===== src/hdl/saturnBusPkg.sv =====
package saturnBusPkg;

	// Main bus widths
	typedef logic [26:0] busAddr;
	typedef logic [31:0] busData;
	typedef logic [3:0]  byteMask;   // Bit 3 is the top byte
	typedef logic [7:0]  smpcData;

	parameter int laneCount = 4;

	// CPU side of the bus, held steady while waitN is low
	typedef struct packed {
		busAddr  addr;
		busData  wdata;
		byteMask lanes;
		logic    rd;
		logic    wr;
	} cpuReq;

	typedef struct packed {
		busData rdata;
		logic   waitN;   // Low stalls the CPU
	} cpuRsp;

endpackage


===== src/hdl/saturnMapPkg.sv =====
package saturnMapPkg;

	typedef enum logic [2:0] {
		regNone,
		regRom,
		regSram,
		regSmpc,
		regLoRam,
		regScu,
		regHiRam
	} region;

	// Inclusive bounds of each region
	parameter saturnBusPkg::busAddr romBase   = 27'h0000000;
	parameter saturnBusPkg::busAddr romTop    = 27'h00FFFFF;
	parameter saturnBusPkg::busAddr smpcBase  = 27'h0100000;
	parameter saturnBusPkg::busAddr smpcTop   = 27'h017FFFF;
	parameter saturnBusPkg::busAddr sramBase  = 27'h0180000;
	parameter saturnBusPkg::busAddr sramTop   = 27'h01FFFFF;
	parameter saturnBusPkg::busAddr loRamBase = 27'h0200000;
	parameter saturnBusPkg::busAddr loRamTop  = 27'h02FFFFF;
	parameter saturnBusPkg::busAddr scuBase   = 27'h5FE0000;
	parameter saturnBusPkg::busAddr scuTop    = 27'h5FEFFFF;
	parameter saturnBusPkg::busAddr hiRamBase = 27'h6000000;
	parameter saturnBusPkg::busAddr hiRamTop  = 27'h7FFFFFF;

	// SMPC is byte wide, upper bits read back as this pattern
	parameter logic [23:0] smpcPad = 24'h0000FF;

endpackage


===== src/hdl/regionDecoder.sv =====
`timescale 1ns/1ns

module regionDecoder (
	input  saturnBusPkg::busAddr addr,
	input  logic                 rd,
	input  logic                 wr,
	output saturnMapPkg::region  hit,
	output logic                 romCsN,
	output logic                 sramCsN,
	output logic                 ramLCsN,
	output logic                 ramHCsN,
	output logic                 memRdN
);

	saturnMapPkg::region match;
	logic memRegion;

	function automatic logic inRange(
		input saturnBusPkg::busAddr a,
		input saturnBusPkg::busAddr lo,
		input saturnBusPkg::busAddr hi
	);
		return (a >= lo) && (a <= hi);
	endfunction

	always_comb begin
		if (inRange(addr, saturnMapPkg::romBase, saturnMapPkg::romTop)) begin
			match = saturnMapPkg::regRom;
		end else if (inRange(addr, saturnMapPkg::smpcBase, saturnMapPkg::smpcTop)) begin
			match = saturnMapPkg::regSmpc;
		end else if (inRange(addr, saturnMapPkg::sramBase, saturnMapPkg::sramTop)) begin
			match = saturnMapPkg::regSram;
		end else if (inRange(addr, saturnMapPkg::loRamBase, saturnMapPkg::loRamTop)) begin
			match = saturnMapPkg::regLoRam;
		end else if (inRange(addr, saturnMapPkg::scuBase, saturnMapPkg::scuTop)) begin
			match = saturnMapPkg::regScu;
		end else if (inRange(addr, saturnMapPkg::hiRamBase, saturnMapPkg::hiRamTop)) begin
			match = saturnMapPkg::regHiRam;
		end else begin
			match = saturnMapPkg::regNone;
		end
	end

	// No region without a strobe
	assign hit = (rd || wr) ? match : saturnMapPkg::regNone;

	assign romCsN  = (hit != saturnMapPkg::regRom);
	assign sramCsN = (hit != saturnMapPkg::regSram);
	assign ramLCsN = (hit != saturnMapPkg::regLoRam);
	assign ramHCsN = (hit != saturnMapPkg::regHiRam);

	// External memory only, SMPC and SCU have their own read paths
	assign memRegion = !romCsN || !sramCsN || !ramLCsN || !ramHCsN;
	assign memRdN    = !(rd && memRegion);

endmodule


===== src/hdl/openBusLatch.sv =====
`timescale 1ns/1ns

module openBusLatch (
	input  logic                 CLK,
	input  logic                 RST_N,
	input  logic                 sysResN,
	input  saturnBusPkg::busData  wdata,
	input  saturnBusPkg::byteMask lanes,
	input  saturnBusPkg::busData  rdCapture,
	input  logic                 captureRead,
	input  logic                 captureWrite,
	output saturnBusPkg::busData  openBus,
	output saturnBusPkg::busData  mergedWdata
);

	saturnBusPkg::busData busReg;

	// Unwritten lanes carry the last bus value
	always_comb begin
		for (int i = 0; i < saturnBusPkg::laneCount; i++) begin
			if (lanes[i]) begin
				mergedWdata[i*8 +: 8] = wdata[i*8 +: 8];
			end else begin
				mergedWdata[i*8 +: 8] = busReg[i*8 +: 8];
			end
		end
	end

	always_ff @(posedge CLK or negedge RST_N) begin
		if (!RST_N) begin
			busReg <= '1;
		end else if (sysResN) begin   // Frozen during system reset
			if (captureRead) begin
				busReg <= rdCapture;
			end else if (captureWrite) begin
				busReg <= mergedWdata;   // Only enabled lanes change
			end
		end
	end

	assign openBus = busReg;

endmodule


===== src/hdl/readDataSelect.sv =====
`timescale 1ns/1ns

module readDataSelect #(
	parameter bit hiRamSlow = 1'b0
) (
	input  logic                 CLK,
	input  logic                 RST_N,
	input  saturnMapPkg::region  hit,
	input  logic                 rd,
	input  logic                 wr,
	input  saturnBusPkg::busData  openBus,
	input  saturnBusPkg::busData  memRdata,
	input  logic                 memWaitN,
	input  saturnBusPkg::smpcData smpcRdata,
	input  saturnBusPkg::busData  scuRdata,
	input  logic                 scuWaitN,
	output saturnBusPkg::cpuRsp   rsp,
	output logic                 captureRead,
	output logic                 captureWrite
);

	typedef enum logic {
		idle,
		slowWait
	} accessState;

	accessState state;
	accessState stateNext;
	logic memRegion;
	logic slowStall;
	logic waitN;

	assign memRegion = (hit == saturnMapPkg::regRom) || (hit == saturnMapPkg::regSram) ||
		(hit == saturnMapPkg::regLoRam) || (hit == saturnMapPkg::regHiRam);

	// First cycle of a slow high RAM access
	assign slowStall = hiRamSlow && (hit == saturnMapPkg::regHiRam) && (state == idle);

	// SCU wait applies to every access
	assign waitN = scuWaitN && (memWaitN || !memRegion) && !slowStall;

	always_comb begin
		unique case (hit)
			saturnMapPkg::regRom,
			saturnMapPkg::regSram,
			saturnMapPkg::regLoRam,
			saturnMapPkg::regHiRam: rsp.rdata = memRdata;
			saturnMapPkg::regSmpc:  rsp.rdata = {saturnMapPkg::smpcPad, smpcRdata};
			saturnMapPkg::regScu:   rsp.rdata = scuRdata;
			default:                rsp.rdata = openBus;   // Unmapped
		endcase
		rsp.waitN = waitN;
	end

	assign captureRead  = rd && waitN;
	assign captureWrite = wr && waitN;

	always_comb begin
		stateNext = state;
		case (state)
			idle: begin
				if (slowStall) begin
					stateNext = slowWait;
				end
			end
			slowWait: begin
				// Back to idle once the access ends or is dropped
				if (!(rd || wr) || waitN) begin
					stateNext = idle;
				end
			end
			default: stateNext = idle;
		endcase
	end

	always_ff @(posedge CLK or negedge RST_N) begin
		if (!RST_N) begin
			state <= idle;
		end else begin
			state <= stateNext;
		end
	end

endmodule


===== src/hdl/saturnBusGlue.sv =====
`timescale 1ns/1ns

module saturnBusGlue #(
	parameter bit hiRamSlow = 1'b0
) (
	input  logic                 CLK,
	input  logic                 RST_N,
	input  logic                 sysResN,
	input  saturnBusPkg::cpuReq   req,
	input  saturnBusPkg::busData  memRdata,
	input  logic                 memWaitN,
	input  saturnBusPkg::smpcData smpcRdata,
	input  saturnBusPkg::busData  scuRdata,
	input  logic                 scuWaitN,
	output saturnBusPkg::cpuRsp   rsp,
	output logic                 romCsN,
	output logic                 sramCsN,
	output logic                 ramLCsN,
	output logic                 ramHCsN,
	output saturnBusPkg::busData  memWdata,
	output saturnBusPkg::byteMask memLanes,
	output logic                 memRdN
);

	saturnMapPkg::region hit;
	saturnBusPkg::busData openBus;
	logic captureRead;
	logic captureWrite;

	assign memLanes = req.lanes;

	regionDecoder decoder0 (
		.addr    (req.addr),
		.rd      (req.rd),
		.wr      (req.wr),
		.hit     (hit),
		.romCsN  (romCsN),
		.sramCsN (sramCsN),
		.ramLCsN (ramLCsN),
		.ramHCsN (ramHCsN),
		.memRdN  (memRdN)
	);

	openBusLatch latch0 (
		.CLK          (CLK),
		.RST_N        (RST_N),
		.sysResN      (sysResN),
		.wdata        (req.wdata),
		.lanes        (req.lanes),
		.rdCapture    (rsp.rdata),   // CPU read data as returned
		.captureRead  (captureRead),
		.captureWrite (captureWrite),
		.openBus      (openBus),
		.mergedWdata  (memWdata)
	);

	readDataSelect #(
		.hiRamSlow (hiRamSlow)
	) select0 (
		.CLK          (CLK),
		.RST_N        (RST_N),
		.hit          (hit),
		.rd           (req.rd),
		.wr           (req.wr),
		.openBus      (openBus),
		.memRdata     (memRdata),
		.memWaitN     (memWaitN),
		.smpcRdata    (smpcRdata),
		.scuRdata     (scuRdata),
		.scuWaitN     (scuWaitN),
		.rsp          (rsp),
		.captureRead  (captureRead),
		.captureWrite (captureWrite)
	);

endmodule


===== config.mk =====
export PLATFORM = sky130hd
export DESIGN_NAME = saturnBusGlue
export DESIGN_NICKNAME = d
export VERILOG_FILES = /design/src/hdl/saturnBusPkg.sv /design/src/hdl/saturnMapPkg.sv /design/src/hdl/regionDecoder.sv /design/src/hdl/openBusLatch.sv /design/src/hdl/readDataSelect.sv /design/src/hdl/saturnBusGlue.sv
export SDC_FILE = /design/constraint.sdc
export NUM_CORES = 1
export LEC_CHECK = 0
export BUFFER_PORTS_ARGS = -buffer_cell sky130_fd_sc_hd__buf_4
export CAP_MARGIN = 30
export CORE_AREA = 2 2 96 98
export CTS_CLUSTER_DIAMETER = 30
export DETAILED_ROUTE_END_ITERATION = 8
export DIE_AREA = 0 0 98 100
export PLACE_DENSITY = 0.88
export SYNTH_ARGS = -nofsm -noshare
export SYNTH_HDL_FRONTEND = slang
export SYNTH_HIERARCHICAL = 1
export SYNTH_SLANG_ARGS = --single-unit

===== constraint.sdc =====
create_clock -name CLK -period 7.4 [get_ports CLK]
set_input_delay 0.74 -clock CLK [delete_from_list [all_inputs] [get_ports CLK]]
set_output_delay 0.74 -clock CLK [all_outputs]
set_load 0.01 [all_outputs]

==> impl_metrics.toml <==
[pwr]
leakage_nw = 2.25
power_per_cell_area_nw_per_um2 = 175
max-vdd-ir-drop_mv = 0.0845

[route]
ant_nets = 0
route.detailed.drc = 0
vias_per_cell = 5.85
dr.pass1.iters = 4
vias = 4171
drt-initial-drc-count = 147
routedWlPerCell_um = 17.8
wl_mm = 12.7

[placement]
dp_cells = 705
portBuffers = 199
dp_worst_setup_slack_ns = 3.13
placed_area_um2 = 5270
place_congestion = 0.918
dp_hpwl_mm = 9.38

[synth]
synth.area.mux_share = 0.285
syn_area_um2 = 3860
synth_edf_count = 0
yosysMostFrequentCell = "nand2_1"
post-synth-top-area-fraction = 0.218
yosys_register_bits = 32
yosysSeqAreaShare = 0.218
synth_compound_area_frac = 0.252
synth_fa_ha_area_frac = 0
syn_inst = 437
async_reset_ff_frac = 1.00
yosysTopAreaCell = "dfstp_2"
ys.flop_type = "dfstp_2"
synth_xor_area_frac = 0
yosys.area_share.simple = 0.155
yosysUniqueCellTypes = 40
netlist_top_cells_area = "dfstp_2 22%, mux2i_1 15%, mux2_2 14%"
synth_top_family_by_area = "multiplexers"
syn_nets = 579
ys.warnings.count = 6
syn_avg_cell_area_um2 = 8.84
synth_common_cells = "57 x nand2_1, 56 x mux2i_1, 48 x mux2_2"

[grt]
grtUsageMet1 = 0.299
grt_max_degree = 65
gr-total-overflow = 0
globalRoute.busiestLayer = "met2"
grt_antenna_before_repair = 0
grtUsageMet3 = 0.0341
grt_usage = 0.245
use_met2 = 0.452
grt_pass1_wl_mm = 20.0
grt_pass1_vias = 4145

[clocking]
htree_levels = 2
cts.sinks = 32
clock_path_buffers = 2
cts.hold.buffers_added = 0
clockRootBuffer = "clkbuf_8"
numCtsBuffers = 5
cts_tree = "done"
clkTransAtPathRegs_ns = 0.06
cts.repair.resized = 0
cts_setup_buffers = 0
clk-insertion-delay-late_ns = 0.28

[setup_path]
startpoint_type = "primary input"
worst_ep_required_time_ns = 6.66
end_kind = "output pin"
critPathKind = "in2out"
arrival_ns = 3.57
worst-path-max-fanout = 49

[flow_run]
cap_viol_max_count = 0

[finish]
fill_cells = 772
largest_register_ff_count = 32
area_delta_synth_final_pct = 38.5
fin_nets = 743
design_area_um2 = 5350
antennaDiodeCount = 0
finalNonFillerCells = 713
drive_gt1_frac = 0.525

[sta]
slew_headroom = 0.474
worst_slack_ns = 3.09
post-route-min-period_ns = 4.31
setup_viol = 0
rsz0062_at_grt = "false"
skew_ns = 0
fin_setup_tns_ns = 0
hold_viol = 0
period_share = 0.583
final_max_slew_viol_count = 0
tightest_slew_ns = 0.786
max_freq_ghz = 0.232

[floorplan]
die_w_um = 98
rows = 35
die_h_um = 100
fp.dieArea_um2 = 9800
coreArea_um2 = 8890
ios = 216
start_util = 0.435

[worst_hold_path]
hp-class = "reg2reg"

[outcome]
outcome = "complete, no violations"
worst max-delay path, stage by stage:
cell and delay [ns]:
buf_4 0.10, nand4b_1 0.15, or4_4 0.57, a311oi_4 0.22, buf_4 0.48, nor2b_1 0.67, buf_6 0.23, nand2_1 0.06
o211ai_1 0.15, buf_4 0.18
layout by cell type, fill, tap and decap left out, types with 2 or more instances in the layout:
cell,instances
nand2b_1,3
mux2_2,48
a21oi_4,2
and3_1,16
clkbuf_8,5
o21a_1,9
a211oi_1,9
a21oi_1,17
o21ai_0,29
and2_1,5
nand3_1,2
nor2_1,13
a221oi_1,5
a32oi_1,16
clkinv_2,2
a2111oi_2,8
nor4_1,2
mux2i_1,56
a221oi_2,3
o211ai_1,16
nand4b_1,2
buf_4,205
nor3b_1,8
nand2_1,57
nor2b_1,5
nor2_4,2
nor3_1,2
dfstp_2,32
buf_6,2
o32ai_1,7
o21ai_1,5
metrics by stage:
stage          power (mW)   util  hold slack (ns)
6_report            0.938  0.602            0.490
5_1_grt              1.00  0.602            0.518
4_1_cts             0.943  0.602            0.488
3_5_place_dp        0.805  0.592            0.478
3_3_place_gp        0.780  0.590            0.468
2_1_floorplan       0.581      -            0.456
power by group:
part	leakage, nW	switching, mW	internal (mW)
clock network	0.0479	0.0685	0.0655
registers	0.334	0.0509	0.258
logic	1.87	0.232	0.263
layout make-up:
class,instances,area (µm²),area share
timing repair buffer,207,1560,0.292
tap,111,139,0.0259
clock buffer,5,68.8,0.0129
multi-input combinational,354,2720,0.508
clock inverter,3,18.8,0.00351
inverter,1,3.75,0.000701
sequential,32,841,0.157
metal layers:
layer  routed length, µm  vias up
li1                    -     1986
met1                5080     1974
met2                6590      193
met3                 836       18
met4                 178        0
met5                   0        -
cell families (layout without fill, tap and decap cells):
family / Yosys count / after routing
AO/OA/AOI/OAI: 129 / 129
flip-flops: 32 / 32
AND/OR/NAND/NOR: 121 / 121
multiplexers: 104 / 104
buffers and inverters: 51 / 216
worst paths after layout:
kind                                                startpoint                             end  slack (ns)  cells past startpoint
worst max register to register  latch0/openBus[14]$_DFFE_PN1P_  latch0/openBus[14]$_DFFE_PN1P_        5.82                      4
max in group asynchronous                                RST_N  latch0/openBus[18]$_DFFE_PN1P_        6.66                      1
worst max-delay path                                   req[54]                         rsp[31]        3.09                     10
worst min-delay path            latch0/openBus[16]$_DFFE_PN1P_  latch0/openBus[16]$_DFFE_PN1P_        0.49                      2
min in group asynchronous                                RST_N  latch0/openBus[27]$_DFFE_PN1P_        0.69                      1
worst min register to register  latch0/openBus[16]$_DFFE_PN1P_  latch0/openBus[16]$_DFFE_PN1P_        0.49                      2
Note: power is estimated with default switching activity, not from simulation.
